`config.mk`:
```
export PLATFORM = sky130hd
export DESIGN_NAME = lsu_replay_top
export DESIGN_NICKNAME = d
export VERILOG_FILES = /design/src/source/lsu_pkg.sv /design/src/source/ring_fifo.sv /design/src/source/lsu_replay_queue.sv /design/src/source/lsu_pipe_arbiter.sv /design/src/source/lsu_replay_top.sv
export VERILOG_INCLUDE_DIRS = /design/src /design/src/source
export SDC_FILE = /design/constraint.sdc
export NUM_CORES = 1
export LEC_CHECK = 0
export BUFFER_PORTS_ARGS = -buffer_cell sky130_fd_sc_hd__buf_2
export CORE_MARGIN = 1.5
export CORE_UTILIZATION = 63
export CTS_BUF_LIST = sky130_fd_sc_hd__clkbuf_2
export DETAILED_ROUTE_END_ITERATION = 8
export PLACE_DENSITY_LB_ADDON = 0.05
export SLEW_MARGIN = 20
export SYNTH_ARGS = -nofsm -noshare
export SYNTH_HDL_FRONTEND = slang
export SYNTH_SLANG_ARGS = --single-unit
```
`constraint.sdc`:
```
create_clock -name i_clk -period 7.3 [get_ports i_clk]
set_clock_uncertainty 0.05 [all_clocks]
set_input_delay 0.365 -clock i_clk [delete_from_list [all_inputs] [get_ports i_clk]]
set_output_delay 0.365 -clock i_clk [all_outputs]
set_load 0.1 [all_outputs]
```
`src/source/lsu_config.svh`:
```
/* replay subsystem sizing: queue depth, payload width,
   store-queue and miss-unit sizes, one-hot hazard index width */
`ifndef LSU_CFG_SVH
`define LSU_CFG_SVH

// replay queue entries
`define LSU_RQ_DEPTH 8

// opaque memory op payload carried through the queue
`define LSU_PAYLOAD_W 32

// hazard sources
`define LSU_STQ_SIZE 8
`define LSU_MISSU_SIZE 8

// one-hot hazard index, wide enough for either source
`define LSU_HAZ_INDEX_W \
  ((`LSU_STQ_SIZE > `LSU_MISSU_SIZE) ? `LSU_STQ_SIZE : `LSU_MISSU_SIZE)

`endif

```
`src/source/lsu_pkg.sv`:
```
/* shared types: hazard type and arbiter grant state */
`default_nettype none

package lsu_pkg;

  // --------------------------------------------------------------------
  // hazard classes
  // --------------------------------------------------------------------

  // recorded per replay entry, picks the clearing condition
  typedef enum logic [2:0] {
    HAZ_STQ_NONFWD     = 3'd0,  // store data not forwardable yet
    HAZ_L1D_CONFLICT   = 3'd1,
    HAZ_MISSU_FULL     = 3'd2,
    HAZ_MISSU_ASSIGNED = 3'd3   // waiting on its own miss entry
  } haz_type_e;

  // --------------------------------------------------------------------
  // arbiter grant
  // --------------------------------------------------------------------

  // what currently sits in the output slot
  typedef enum logic [1:0] {
    SEL_IDLE   = 2'd0,
    SEL_NEW    = 2'd1,
    SEL_REPLAY = 2'd2
  } arb_sel_e;

endpackage

`default_nettype wire

```
`src/source/ring_fifo.sv`:
```
/* circular FIFO with occupancy count, combinational read of the oldest entry */
`timescale 1ns/10ps
`default_nettype none

module ring_fifo #(
  parameter int WIDTH = 8,
  parameter int DEPTH = 4
) (
  input  logic             i_clk,
  input  logic             i_reset_n,
  input  logic             i_push,
  input  logic [WIDTH-1:0] i_data,
  input  logic             i_pop,
  output logic [WIDTH-1:0] o_data,
  output logic             o_empty,
  output logic             o_full
);

  localparam int PTR_W = (DEPTH > 1) ? $clog2(DEPTH) : 1;
  localparam int CNT_W = $clog2(DEPTH + 1);

  logic [WIDTH-1:0] r_mem [DEPTH];
  logic [PTR_W-1:0] r_head;
  logic [PTR_W-1:0] r_tail;
  logic [CNT_W-1:0] r_count;
  logic             w_do_push;
  logic             w_do_pop;

  assign w_do_push = i_push & ~o_full;
  assign w_do_pop  = i_pop & ~o_empty;

  assign o_empty = (r_count == '0);
  assign o_full  = (r_count == CNT_W'(DEPTH));
  assign o_data  = r_mem[r_head];

  always_ff @(posedge i_clk) begin
    if (w_do_push) begin
      r_mem[r_tail] <= i_data;
    end
  end

  always_ff @(posedge i_clk or negedge i_reset_n) begin
    if (!i_reset_n) begin
      r_head  <= '0;
      r_tail  <= '0;
      r_count <= '0;
    end else begin
      if (w_do_push) begin
        r_tail <= (r_tail == PTR_W'(DEPTH - 1)) ? '0 : r_tail + 1'b1;
      end
      if (w_do_pop) begin
        r_head <= (r_head == PTR_W'(DEPTH - 1)) ? '0 : r_head + 1'b1;
      end
      case ({w_do_push, w_do_pop})
        2'b10:   r_count <= r_count + 1'b1;
        2'b01:   r_count <= r_count - 1'b1;
        default: r_count <= r_count;
      endcase
    end
  end

  a_no_over_under: assert property (@(posedge i_clk) disable iff (!i_reset_n)
    !(i_push && o_full) && !(i_pop && o_empty))
    else $error("ring_fifo push while full or pop while empty");

endmodule

`default_nettype wire

```
`src/source/lsu_replay_queue.sv`:
```
/* replay queue: parks hazarded memory ops, tracks hazard resolution per entry,
   times out on push gaps, marks entries dead on flush, requests replay */
`timescale 1ns/10ps
`default_nettype none
`include "lsu_config.svh"

module lsu_replay_queue (
  input  logic                          i_clk,
  input  logic                          i_reset_n,
  // hazard push from execute
  input  logic                          i_haz_valid,
  input  logic [`LSU_PAYLOAD_W-1:0]     i_haz_payload,
  input  lsu_pkg::haz_type_e            i_haz_type,
  input  logic [`LSU_HAZ_INDEX_W-1:0]   i_haz_index,
  output logic                          o_haz_full,
  // resolve sources
  input  logic                          i_missu_full,
  input  logic                          i_missu_resolve_valid,
  input  logic [`LSU_HAZ_INDEX_W-1:0]   i_missu_resolve_oh,
  input  logic [`LSU_HAZ_INDEX_W-1:0]   i_missu_entry_valids,
  input  logic [`LSU_HAZ_INDEX_W-1:0]   i_stq_resolve_mask,
  input  logic                          i_flush,
  // replay request to arbiter
  output logic                          o_rq_valid,
  output logic [`LSU_PAYLOAD_W-1:0]     o_rq_payload,
  input  logic                          i_rq_ready
);

  import lsu_pkg::*;

  localparam int DEPTH = `LSU_RQ_DEPTH;
  localparam int PTR_W = (DEPTH > 1) ? $clog2(DEPTH) : 1;
  localparam int GAP_W = $clog2(DEPTH) + 2;
  localparam int PLD_W = `LSU_PAYLOAD_W;
  localparam int IDX_W = `LSU_HAZ_INDEX_W;
  localparam logic [GAP_W-1:0] GAP_MAX = '1;

  logic                   w_push;
  logic                   w_pop;
  logic                   w_empty;
  logic                   w_full;
  logic [GAP_W+PLD_W-1:0] w_fifo_wdata;
  logic [GAP_W+PLD_W-1:0] w_fifo_rdata;
  logic [GAP_W-1:0]       w_head_gap;
  logic                   w_head_live;
  logic                   w_head_dead;
  logic                   w_head_timeout;

  // cycles since the previous push, and since the last pop
  logic [GAP_W-1:0]       r_push_gap;
  logic [GAP_W-1:0]       r_pop_wait;

  logic [PTR_W-1:0]       r_wr_ptr;
  logic [PTR_W-1:0]       r_rd_ptr;

  // side state, same slot order as the payload FIFO
  logic                   r_valid     [DEPTH];
  logic                   r_dead      [DEPTH];
  logic                   r_resolved  [DEPTH];
  haz_type_e              r_haz_type  [DEPTH];
  logic [IDX_W-1:0]       r_haz_index [DEPTH];
  logic [DEPTH-1:0]       w_clear;

  // --------------------------------------------------------------------
  // push / pop
  // --------------------------------------------------------------------

  assign w_push = i_haz_valid & ~w_full;

  // dead head leaves without a request
  assign w_head_dead = ~w_empty & r_valid[r_rd_ptr] & r_dead[r_rd_ptr];
  assign w_pop       = w_head_dead | (o_rq_valid & i_rq_ready);

  // first entry into an empty queue has no predecessor, gap 0
  assign w_fifo_wdata = {(w_empty ? '0 : r_push_gap), i_haz_payload};

  ring_fifo #(
    .WIDTH (GAP_W + PLD_W),
    .DEPTH (DEPTH)
  ) u_payload_fifo (
    .i_clk     (i_clk),
    .i_reset_n (i_reset_n),
    .i_push    (w_push),
    .i_data    (w_fifo_wdata),
    .i_pop     (w_pop),
    .o_data    (w_fifo_rdata),
    .o_empty   (w_empty),
    .o_full    (w_full)
  );

  always_ff @(posedge i_clk or negedge i_reset_n) begin
    if (!i_reset_n) begin
      r_wr_ptr <= '0;
      r_rd_ptr <= '0;
    end else begin
      if (w_push) begin
        r_wr_ptr <= (r_wr_ptr == PTR_W'(DEPTH - 1)) ? '0 : r_wr_ptr + 1'b1;
      end
      if (w_pop) begin
        r_rd_ptr <= (r_rd_ptr == PTR_W'(DEPTH - 1)) ? '0 : r_rd_ptr + 1'b1;
      end
    end
  end

  // --------------------------------------------------------------------
  // gap and wait counters, both saturate
  // --------------------------------------------------------------------

  always_ff @(posedge i_clk or negedge i_reset_n) begin
    if (!i_reset_n) begin
      r_push_gap <= '0;
      r_pop_wait <= '0;
    end else begin
      if (w_push || w_empty) begin
        r_push_gap <= GAP_W'(1);
      end else if (r_push_gap != GAP_MAX) begin
        r_push_gap <= r_push_gap + 1'b1;
      end
      if (w_pop) begin
        r_pop_wait <= GAP_W'(1);
      end else if (w_push && w_empty) begin
        r_pop_wait <= '0;
      end else if (r_pop_wait != GAP_MAX) begin
        r_pop_wait <= r_pop_wait + 1'b1;
      end
    end
  end

  // --------------------------------------------------------------------
  // per-entry hazard tracking
  // --------------------------------------------------------------------

  always_comb begin
    for (int i = 0; i < DEPTH; i++) begin
      case (r_haz_type[i])
        HAZ_STQ_NONFWD:     w_clear[i] = (r_haz_index[i] & ~i_stq_resolve_mask) == '0;
        HAZ_L1D_CONFLICT:   w_clear[i] = 1'b1;
        HAZ_MISSU_FULL:     w_clear[i] = ~i_missu_full;
        // own miss entry resolved, or it no longer exists
        HAZ_MISSU_ASSIGNED: w_clear[i] =
          (i_missu_resolve_valid && (i_missu_resolve_oh == r_haz_index[i])) ||
          ((r_haz_index[i] & i_missu_entry_valids) == '0);
        default:            w_clear[i] = 1'b0;
      endcase
    end
  end

  always_ff @(posedge i_clk or negedge i_reset_n) begin
    if (!i_reset_n) begin
      for (int i = 0; i < DEPTH; i++) begin
        r_valid[i]    <= 1'b0;
        r_dead[i]     <= 1'b0;
        r_resolved[i] <= 1'b0;
      end
    end else begin
      for (int i = 0; i < DEPTH; i++) begin
        if (w_push && (r_wr_ptr == PTR_W'(i))) begin
          r_valid[i]    <= 1'b1;
          // an op arriving with the flush is flushed too
          r_dead[i]     <= i_flush;
          r_resolved[i] <= 1'b0;
        end else if (w_pop && (r_rd_ptr == PTR_W'(i))) begin
          r_valid[i] <= 1'b0;
          r_dead[i]  <= 1'b0;
        end else if (r_valid[i]) begin
          if (i_flush) begin
            r_dead[i] <= 1'b1;
          end
          r_resolved[i] <= r_resolved[i] | w_clear[i];
        end
      end
    end
  end

  always_ff @(posedge i_clk) begin
    if (w_push) begin
      r_haz_type[r_wr_ptr]  <= i_haz_type;
      r_haz_index[r_wr_ptr] <= i_haz_index;
    end
  end

  // --------------------------------------------------------------------
  // head request
  // --------------------------------------------------------------------

  assign w_head_gap  = w_fifo_rdata[GAP_W+PLD_W-1:PLD_W];
  assign w_head_live = ~w_empty & r_valid[r_rd_ptr] & ~r_dead[r_rd_ptr];

  // gap 0 means pushed into an empty queue, so wait for saturation
  assign w_head_timeout = (w_head_gap == '0) ? (r_pop_wait == GAP_MAX)
                                             : (r_pop_wait >= w_head_gap);

  assign o_rq_valid   = w_head_live & (r_resolved[r_rd_ptr] | w_head_timeout);
  assign o_rq_payload = w_fifo_rdata[PLD_W-1:0];
  assign o_haz_full   = w_full;

  a_push_not_full: assert property (@(posedge i_clk) disable iff (!i_reset_n)
    o_haz_full |-> !i_haz_valid)
    else $error("hazard push while replay queue is full");

  // an offered replay stays offered until taken, unless flushed
  a_rq_hold: assert property (@(posedge i_clk) disable iff (!i_reset_n)
    o_rq_valid && !i_rq_ready && !i_flush |=> o_rq_valid && $stable(o_rq_payload))
    else $error("replay request dropped before handshake");

endmodule

`default_nettype wire

```
`src/source/lsu_pipe_arbiter.sv`:
```
/* single pipe slot arbiter, replay over new issue, registered output */
`timescale 1ns/10ps
`default_nettype none
`include "lsu_config.svh"

module lsu_pipe_arbiter (
  input  logic                      i_clk,
  input  logic                      i_reset_n,
  input  logic                      i_rq_valid,
  input  logic [`LSU_PAYLOAD_W-1:0] i_rq_payload,
  output logic                      o_rq_ready,
  input  logic                      i_new_valid,
  input  logic [`LSU_PAYLOAD_W-1:0] i_new_payload,
  output logic                      o_new_ready,
  output logic                      o_pipe_valid,
  output logic [`LSU_PAYLOAD_W-1:0] o_pipe_payload,
  output logic                      o_pipe_is_replay,
  input  logic                      i_pipe_ready
);

  import lsu_pkg::*;

  arb_sel_e                  r_sel;
  arb_sel_e                  w_sel_nxt;
  logic [`LSU_PAYLOAD_W-1:0] r_payload;

  // slot only refills while downstream takes
  assign o_rq_ready  = i_pipe_ready;
  assign o_new_ready = i_pipe_ready & ~i_rq_valid;

  always_comb begin
    if (i_rq_valid) begin
      w_sel_nxt = SEL_REPLAY;
    end else if (i_new_valid) begin
      w_sel_nxt = SEL_NEW;
    end else begin
      w_sel_nxt = SEL_IDLE;
    end
  end

  always_ff @(posedge i_clk or negedge i_reset_n) begin
    if (!i_reset_n) begin
      r_sel <= SEL_IDLE;
    end else if (i_pipe_ready) begin
      r_sel <= w_sel_nxt;
    end
  end

  always_ff @(posedge i_clk) begin
    if (i_pipe_ready && (w_sel_nxt != SEL_IDLE)) begin
      r_payload <= (w_sel_nxt == SEL_REPLAY) ? i_rq_payload : i_new_payload;
    end
  end

  assign o_pipe_valid     = (r_sel != SEL_IDLE);
  assign o_pipe_is_replay = (r_sel == SEL_REPLAY);
  assign o_pipe_payload   = r_payload;

  a_slot_hold: assert property (@(posedge i_clk) disable iff (!i_reset_n)
    o_pipe_valid && !i_pipe_ready |=>
      o_pipe_valid && $stable(o_pipe_payload) && $stable(o_pipe_is_replay))
    else $error("pipe slot changed while stalled");

endmodule

`default_nettype wire

```
`src/source/lsu_replay_top.sv`:
```
/* LSU replay subsystem top: replay queue feeding the pipe arbiter */
`timescale 1ns/10ps
`default_nettype none
`include "lsu_config.svh"

module lsu_replay_top (
  input  logic                          i_clk,
  input  logic                          i_reset_n,
  // hazard push from execute
  input  logic                          i_haz_valid,
  input  logic [`LSU_PAYLOAD_W-1:0]     i_haz_payload,
  input  lsu_pkg::haz_type_e            i_haz_type,
  input  logic [`LSU_HAZ_INDEX_W-1:0]   i_haz_index,
  output logic                          o_haz_full,
  // resolve sources
  input  logic                          i_missu_full,
  input  logic                          i_missu_resolve_valid,
  input  logic [`LSU_HAZ_INDEX_W-1:0]   i_missu_resolve_oh,
  input  logic [`LSU_HAZ_INDEX_W-1:0]   i_missu_entry_valids,
  input  logic [`LSU_HAZ_INDEX_W-1:0]   i_stq_resolve_mask,
  input  logic                          i_flush,
  // new issue
  input  logic                          i_new_valid,
  input  logic [`LSU_PAYLOAD_W-1:0]     i_new_payload,
  output logic                          o_new_ready,
  // pipe slot
  output logic                          o_pipe_valid,
  output logic [`LSU_PAYLOAD_W-1:0]     o_pipe_payload,
  output logic                          o_pipe_is_replay,
  input  logic                          i_pipe_ready
);

  // replay request between queue and arbiter
  logic                      w_rq_valid;
  logic [`LSU_PAYLOAD_W-1:0] w_rq_payload;
  logic                      w_rq_ready;

  lsu_replay_queue u_replay_queue (
    .i_clk                 (i_clk),
    .i_reset_n             (i_reset_n),
    .i_haz_valid           (i_haz_valid),
    .i_haz_payload         (i_haz_payload),
    .i_haz_type            (i_haz_type),
    .i_haz_index           (i_haz_index),
    .o_haz_full            (o_haz_full),
    .i_missu_full          (i_missu_full),
    .i_missu_resolve_valid (i_missu_resolve_valid),
    .i_missu_resolve_oh    (i_missu_resolve_oh),
    .i_missu_entry_valids  (i_missu_entry_valids),
    .i_stq_resolve_mask    (i_stq_resolve_mask),
    .i_flush               (i_flush),
    .o_rq_valid            (w_rq_valid),
    .o_rq_payload          (w_rq_payload),
    .i_rq_ready            (w_rq_ready)
  );

  lsu_pipe_arbiter u_pipe_arbiter (
    .i_clk            (i_clk),
    .i_reset_n        (i_reset_n),
    .i_rq_valid       (w_rq_valid),
    .i_rq_payload     (w_rq_payload),
    .o_rq_ready       (w_rq_ready),
    .i_new_valid      (i_new_valid),
    .i_new_payload    (i_new_payload),
    .o_new_ready      (o_new_ready),
    .o_pipe_valid     (o_pipe_valid),
    .o_pipe_payload   (o_pipe_payload),
    .o_pipe_is_replay (o_pipe_is_replay),
    .i_pipe_ready     (i_pipe_ready)
  );

endmodule

`default_nettype wire

```
==> results.sh, run 1 <==
export IMPL_via_per_inst=6.135
export IMPL_fin_hold_ws_ns=0.09709
export IMPL_p_per_area_mw_per_mm2=364.6
export IMPL_hp_class="input port to flip-flop"
export IMPL_start_kind="flip-flop"
export IMPL_cp_slowest_stage_delay_ns=0.83
export IMPL_fin_nets=1632
export IMPL_hold_viol_final=0
export IMPL_routabilityCongestion=0.9118
export IMPL_ys_flop_type="edfxtp_1"
export IMPL_grt_max_degree=68
export IMPL_drc=0
export IMPL_die_w_um=182.5
export IMPL_period_share_pct=73.62
export IMPL_crit_chain="buf_4, mux4_2, mux2i_1, ha_1, o21ai_0, a21oi_1, a2111oi_4, nor4b_4, buf_4, nor2b_1, buf_2"
export IMPL_setup_worst_path_start="u_replay_queue.u_payload_fifo.r_head[2]$_DFFE_PN0P_"
export IMPL_die_area_sq_mm=0.03331
export IMPL_setup_tns_ns=0
export IMPL_syn_cell_area_sq_mm=0.02030
export IMPL_fill_cells=2016
export IMPL_initial_utilization_pct=64.17
export IMPL_regToRegSetupSlack_ns=2.58
export IMPL_io_buffers=142
export IMPL_ios=143
export IMPL_status="complete, no violations"
export IMPL_routedWlPerCell_um=23.14
export IMPL_ir_worst_vdd_v=0.0002522
export IMPL_critPathKind="flip-flop to output pin"
export IMPL_grt_pass1_vias=12447
export IMPL_clk_latency_ns=1.06
export IMPL_cts_buffer_depth=3
export IMPL_fmax_ghz=0.1861
export IMPL_power_leakage_nw=8.519
export IMPL_synth_nets=1328
export IMPL_netlist_instances=1193
export IMPL_via_count=12263
export IMPL_htree_levels=3
export IMPL_final_common_cell="edfxtp_1"
export IMPL_synth_edff_count=416
export IMPL_gr_usage_all_layers_pct=28.69
export IMPL_path_max_fanout=36
export IMPL_r2r_start="u_replay_queue.u_payload_fifo.r_head[2]$_DFFE_PN0P_"
export IMPL_wl_mm=46.27
export IMPL_die_height_um=182.5
export IMPL_core_area_sq_mm=0.03164
export IMPL_relSlewSlack_pct=28.90
export IMPL_finalSetupViolations=0
export IMPL_drt_pass1_iter_count=7
export IMPL_ant_nets=0
export IMPL_drtIter0Drc=1248
export IMPL_drv_slew=0
export IMPL_cp_common_cell="buf_4"
export IMPL_arrival_ns=4.96
export IMPL_cpMaxStageDelayCell="dfrtp_2"
export IMPL_clkSinkCount=468
export IMPL_row_count=65
export IMPL_tritoncts="yes"
export IMPL_dp_hpwl_mm=26.87
export IMPL_layout_common_cells="edfxtp_1 (416), clkbuf_2 (162), buf_2 (142)"
export IMPL_syn_to_final_growth_pct=15.22
export IMPL_async_reset_ff_share_pct=11.11
export IMPL_timing_rr_end="u_replay_queue.u_payload_fifo.r_count[2]$_DFFE_PN0P_"
export IMPL_clk_pin_slew_ns=0.11
export IMPL_cts_setup_buffers=0
export IMPL_numCtsBuffers=111
export IMPL_rr_worst_depth=15
export IMPL_crit_required_ns=6.88
export IMPL_crit_end="o_new_ready"
export IMPL_cap_violations=0
export IMPL_yosysWarnings=0
export IMPL_ctsRootBufferMaster="clkbuf_2"
export IMPL_worstMarginPinSlew_ns=1.040
export IMPL_synth_cell_types=66
export IMPL_syn_area_per_cell_sq_um=17.02
export IMPL_rsz0062_at_grt="false"
export IMPL_seq_area_frac_synth_pct=67.94
export IMPL_grt_overflow=0
export IMPL_grt_first_pass_wirelength_mm=71.01
export IMPL_antenna_found_initial=3
export IMPL_drive_above_1_share_pct=31.07
export IMPL_period_needed_ns=5.374
export IMPL_ys_seq_elements=468
export IMPL_endpoint_kind="output pin"
==> synth_stat cells (all sizes together) (3+ instances only) <==
| master | n | area share (%) |
|---|---|---|
| nor2b | 29 | 0.89 |
| a222oi | 3 | 0.15 |
| nand2b | 6 | 0.18 |
| mux2 | 71 | 4.3 |
| a221oi | 8 | 0.35 |
| nand2 | 37 | 0.68 |
| a41oi | 6 | 0.26 |
| a21oi | 21 | 0.52 |
| nor3 | 21 | 0.52 |
| mux4 | 78 | 8.7 |
| o21ai | 29 | 0.73 |
| a22o | 7 | 0.30 |
| xor2 | 41 | 1.8 |
| clkbuf | 37 | 0.68 |
| a311oi | 6 | 0.26 |
| nand4b | 3 | 0.13 |
| a2111oi | 7 | 0.39 |
| nor3b | 9 | 0.33 |
| and2 | 4 | 0.12 |
| edfxtp | 416 | 62 |
| nand3 | 16 | 0.39 |
| xnor2 | 34 | 1.5 |
| nor2 | 39 | 0.72 |
| nand4 | 11 | 0.34 |
| a31oi | 12 | 0.37 |
| and4b | 4 | 0.20 |
| and3 | 6 | 0.19 |
| mux2i | 16 | 0.85 |
| ha | 28 | 1.7 |
| nor4 | 7 | 0.22 |
| dfrtp | 52 | 6.4 |
| buf | 19 | 0.55 |
| a22oi | 42 | 1.6 |
| nor4b | 4 | 0.25 |
| nand3b | 5 | 0.18 |
| o31ai | 3 | 0.11 |
| inv | 30 | 0.55 |
==> critical path: cells and delay by family, from the launching register on <==
kind / cells / cell delay [ns]
AO/OA/AOI/OAI: 3 / 0.77
adder cells (fa/ha/maj): 1 / 0.24
buffers and inverters: 3 / 1.31
flip-flops: 1 / 0.83
multiplexers: 2 / 0.53
AND/OR/NAND/NOR: 2 / 0.27
==> final cells by class <==
| type | instances | area, sq um | share of cell area [%] |
|---|---|---|---|
| flip-flops and latches | 468 | 13800 | 59.01 |
| multi-input cells | 639 | 6196 | 26.49 |
| repair buffers | 247 | 1715 | 7.334 |
| clock buffers | 162 | 810.8 | 3.466 |
| well taps | 402 | 503.0 | 2.150 |
| clock inverters | 47 | 241.5 | 1.032 |
| inverters | 30 | 112.6 | 0.4814 |
| diodes | 4 | 10.01 | 0.04279 |
==> where the power goes <==
group / total, mW / leakage, nW / switching [mW] / internal [mW]
Clock: 1.69 / 0.794 / 1.02 / 0.674
Combinational: 3.01 / 3.33 / 1.71 / 1.30
Sequential: 3.83 / 4.39 / 0.361 / 3.47
Total: 8.53 / 8.52 / 3.09 / 5.44
==> worst min-delay path by stage <==
stage          slack, ns                                                   end                                                  from  cells after the start
2_1_floorplan       0.02                   u_pipe_arbiter.r_sel[0]$_DFFE_PN0P_                                             i_reset_n                      0
3_3_place_gp        0.43  u_replay_queue.u_payload_fifo.r_count[3]$_DFFE_PN0P_  u_replay_queue.u_payload_fifo.r_count[3]$_DFFE_PN0P_                      1
3_5_place_dp        0.43  u_replay_queue.u_payload_fifo.r_count[3]$_DFFE_PN0P_  u_replay_queue.u_payload_fifo.r_count[3]$_DFFE_PN0P_                      1
4_1_cts            0.008  u_replay_queue.u_payload_fifo.r_mem[4][17]$_DFFE_PP_                                     i_haz_payload[17]                      2
5_1_grt             0.02  u_replay_queue.u_payload_fifo.r_mem[5][21]$_DFFE_PP_                                     i_haz_payload[21]                      2
6_report             0.1             u_replay_queue.r_haz_type[1][2]$_DFFE_PP_                                         i_haz_type[2]                      2
==> through the flow <==
step | worst slack, ns | cells | cell area [sq um] | power [mW] | util (%)
5_1_grt | 1.569 | 1999 | 23390 | 9.010 | 73.94
2_1_floorplan | 1.344 | 1193 | 20300 | 6.130 | -
3_3_place_gp | 2.678 | 1701 | 21470 | 6.782 | 67.87
4_1_cts | 1.782 | 1995 | 23370 | 8.580 | 73.89
3_5_place_dp | 2.561 | 1701 | 21470 | 6.852 | 67.87
6_report | 1.926 | 1999 | 23390 | 8.527 | 73.94
==> kinds of logic (layout without fill, tap and decap cells) <==
family	after synthesis	in the layout	synth area share, %
DFF	468	468	67.94
and+or+nand+nor	206	206	5.516
AOI/OAI and AO/OA	165	165	5.880
muxes	165	165	13.90
buffers and inverters	86	486	1.793
xor gates and xnor gates	75	75	3.236
adders and majority gates	28	28	1.726
other	0	4	0
==> state kept, by name (all words and copies together), names as in the netlist, 8 cells and up <==
name / cells
u_replay_queue.r_dead: 8
u_replay_queue.r_haz_type: 24
u_replay_queue.r_haz_index: 64
u_pipe_arbiter.o_pipe_payload: 32
u_replay_queue.u_payload_fifo.r_mem: 296
u_replay_queue.r_resolved: 8
u_replay_queue.r_valid: 8
==> routing by layer <==
metal	part of all wire [%]	vias to the layer above	track usage (%)
li1	-	5453	-
met3	7.7	83	6.705
met5	0	-	0
met4	2.0	0	9.223
met2	47	565	44.32
met1	43	6162	41.09
==> timing repair <==
action / in CTS / in global routing
hold buffers: 85 / 0
endpoints found under the hold margin: 462 / 0
resized for setup: 0 / 0
endpoints found under the setup margin: 0 / 0
Note: power is estimated with default switching activity, not from simulation.
==> run 2: changes to the inputs <==
- ABC_AREA: default -> 1
- CORE_UTILIZATION: 63 -> 57
- clock period: 7.3 -> 4.8 ns (I/O delays scaled with it)
==> results.sh, run 2 <==
export IMPL_antenna_found_initial=1
export IMPL_ctsRootBufferMaster="clkbuf_2"
export IMPL_ir_worst_vdd_v=0.0004320
export IMPL_period_share_pct=94.51
export IMPL_ys_seq_elements=468
export IMPL_period_needed_ns=4.537
export IMPL_cts_resized=0
export IMPL_async_reset_ff_share_pct=11.11
export IMPL_largest_reg_flops=296
export IMPL_core_area_sq_mm=0.03540
export IMPL_die_height_um=192.2
export IMPL_grt_first_pass_wirelength_mm=85.10
export IMPL_grt_overflow=0
export IMPL_clk_pin_slew_ns=0.11
export IMPL_layout_common_cells="edfxtp_1 (416), nand2_1 (353), dlygate4sd3_1 (184)"
export IMPL_initial_utilization_pct=57.66
export IMPL_drc=0
export IMPL_hp_class="input port to flip-flop"
export IMPL_seq_area_frac_synth_pct=67.58
export IMPL_htree_levels=3
export IMPL_cts_buffer_depth=3
export IMPL_ios=143
export IMPL_power_leakage_nw=9.817
export IMPL_die_area_sq_mm=0.03695
export IMPL_routedWlPerCell_um=20.44
export IMPL_routabilityCongestion=1.026
export IMPL_row_count=69
export IMPL_path_max_fanout=29
export IMPL_largest_register="u_replay_queue.u_payload_fifo.r_mem"
export IMPL_arrival_ns=4.25
export IMPL_grt_pass1_vias=15846
export IMPL_syn_area_per_cell_sq_um=11.52
export IMPL_placed_area_sq_mm=0.02165
export IMPL_drv_slew=0
export IMPL_setup_tns_ns=0
export IMPL_synth_cell_types=42
export IMPL_critical_path_top_delay_family="simple AND/OR/NAND/NOR gates"
export IMPL_endpoint_kind="output pin"
export IMPL_finalInstanceArea_sq_mm=0.02459
export IMPL_crit_required_ns=4.51
export IMPL_die_w_um=192.2
export IMPL_drtIter0Drc=1310
export IMPL_yosys_cell_count_top_type="edfxtp_1"
export IMPL_crit_buf_inv=3
export IMPL_crit_chain="inv_2, nand3_1, nand3_1, nand2_1, ha_1, nand2_1, nor3_1, nor3_1, o21bai_1, nand3_2, nand2_1, nand2_1, inv_1, buf_2"
export IMPL_wl_mm=55.69
export IMPL_fmax_ghz=0.2204
export IMPL_tritoncts="yes"
export IMPL_critPathKind="flip-flop to output pin"
export IMPL_netlist_instances=1772
export IMPL_status="complete, no violations"
export IMPL_synth_top_cell_by_area="edfxtp_1"
export IMPL_clkSinkCount=468
export IMPL_numCtsBuffers=115
export IMPL_cpMaxStageDelayCell="dfrtp_2"
export IMPL_relSlewSlack_pct=28.19
export IMPL_cp_slowest_stage_delay_ns=0.85
export IMPL_gr_usage_all_layers_pct=30.56
export IMPL_drive_above_1_share_pct=17.24
export IMPL_via_per_inst=5.819
export IMPL_start_kind="flip-flop"
export IMPL_syn_to_final_growth_pct=20.46
export IMPL_synth_commonest_cells="edfxtp_1 (416), nand2_1 (354), a21oi_1 (174)"
export IMPL_clk_latency_ns=1.06
export IMPL_drt_pass1_iter_count=6
export IMPL_cap_violations=0
export IMPL_grt_max_degree=69
export IMPL_ant_nets=0
export IMPL_dp_hpwl_mm=33.79
export IMPL_worstMarginPinSlew_ns=1.073
export IMPL_syn_cell_area_sq_mm=0.02041
export IMPL_netlist_area_leader_share_pct=61.20
export IMPL_synth_nets=1907
export IMPL_cp_common_cell="nand2_1"
export IMPL_ys_top_cells_by_area="edfxtp_1 (61%), nand2_1 (6.5%), dfrtp_1 (6.4%)"
export IMPL_fin_nets=2297
export IMPL_p_per_area_mw_per_mm2=561.3
export IMPL_hold_viol_final=0
export IMPL_final_common_cell="edfxtp_1"
export IMPL_ys_flop_type="edfxtp_1"
export IMPL_io_buffers=142
export IMPL_synth_edff_count=416
export IMPL_via_count=15858
export IMPL_finalSetupViolations=0
export IMPL_rsz0062_at_grt="false"
export IMPL_yosysWarnings=0
run 2: cell types whose count changed after synthesis, moves of 26 or more:
cell,previous run,this run
nor2_1,39,101
o22ai_1,1,33
a221o_1,0,64
mux2_2,44,1
a21oi_1,21,174
o21ai_0,27,53
a22oi_1,42,0
nand2_1,37,354
mux4_2,74,0
nand3_1,16,72
nor2b_1,29,0
inv_1,30,165
run 2: cells by family (layout without fill, tap and decap cells):
group	count (synthesis)	in the layout	share of synthesized area [%]
mux	1	1	0.05517
xor+xnor	31	31	1.330
fa+ha+maj	28	28	1.716
compound gates	394	394	12.22
buf+inv	253	743	4.873
simple gates	597	597	12.23
other cells	0	2	0
flops	468	468	67.58
run 2: worst reg2reg max path, stage by stage, from the launching register on:
cell	delay [ns]
dfrtp_2	0.85
buf_4	0.44
nand3_1	0.13
nand3_1	0.09
nand2_1	0.10
ha_1	0.31
nand2_1	0.06
nor3_1	0.17
nor3_1	0.10
o21bai_1	0.17
nand3_2	0.08
nand3_2	0.12
nand2_4	0.31
nand3_1	0.14
nand3_1	0.09
dlygate4sd3_1	0.55
nand2_1	0.06
dlygate4sd3_1	0.56
run 2: where the power goes:
group          switching, mW  internal [mW]  total, mW
clock network           1.62          0.998       2.62
registers              0.485           5.35       5.84
logic                   3.76           1.58       5.34
run 2: final cells by class:
type	count	area (sq um)
multi-input cells	1051	5693
clock buffers	176	880.8
clock inverters	41	181.4
fillers	2666	10810
flip-flops and latches	468	13800
repair buffers	356	2810
inverters	170	640.6
diodes	2	5.005
well taps	461	576.8
run 2: timing repair:
action / in CTS / in global routing
hold buffers: 184 / 0
setup buffers: 0 / 1
setup endpoints to repair: 0 / 2
endpoints found under the hold margin: 482 / 0
run 2: worst paths after layout:
kind,from,endpoint,slack [ns],cells past startpoint
worst max-delay path,u_replay_queue.u_payload_fifo.r_head[1]$_DFFE_PN0P_,o_new_ready,0.26,14
max in group asynchronous,i_reset_n,u_replay_queue.u_payload_fifo.r_head[0]$_DFFE_PN0P_,3.69,4
worst min register to register,u_replay_queue.r_resolved[7]$_DFFE_PN0P_,u_replay_queue.r_resolved[7]$_DFFE_PN0P_,0.46,2
min in group asynchronous,i_reset_n,u_replay_queue.u_payload_fifo.r_tail[2]$_DFFE_PN0P_,0.40,4
worst min-delay path,i_stq_resolve_mask[3],u_replay_queue.r_resolved[3]$_DFFE_PN0P_,0.11,8
worst max register to register,u_replay_queue.u_payload_fifo.r_head[1]$_DFFE_PN0P_,u_replay_queue.r_dead[4]$_DFFE_PN0P_,0.34,17
run 2: metrics by stage:
step | util (%) | cells | hold WS, ns | total power, mW | setup WS [ns]
6_report | 69.46 | 2725 | 0.1111 | 13.80 | 0.2635
3_5_place_dp | 61.15 | 2321 | 0.3912 | 11.02 | 0.5989
2_1_floorplan | - | 1772 | -0.1056 | 9.571 | 0.3901
4_1_cts | 69.36 | 2722 | 0.008112 | 13.76 | 0.1535
5_1_grt | 69.46 | 2724 | 0.05658 | 14.62 | 0.02262
3_3_place_gp | 61.15 | 2321 | 0.3912 | 10.87 | 0.8126
run 2: per-layer routing:
metal,routed length (um),GRT usage [%]
met1,22230,39.17
met2,27610,51.74
met3,4323,5.920
met4,1528,11.30
met5,0,0
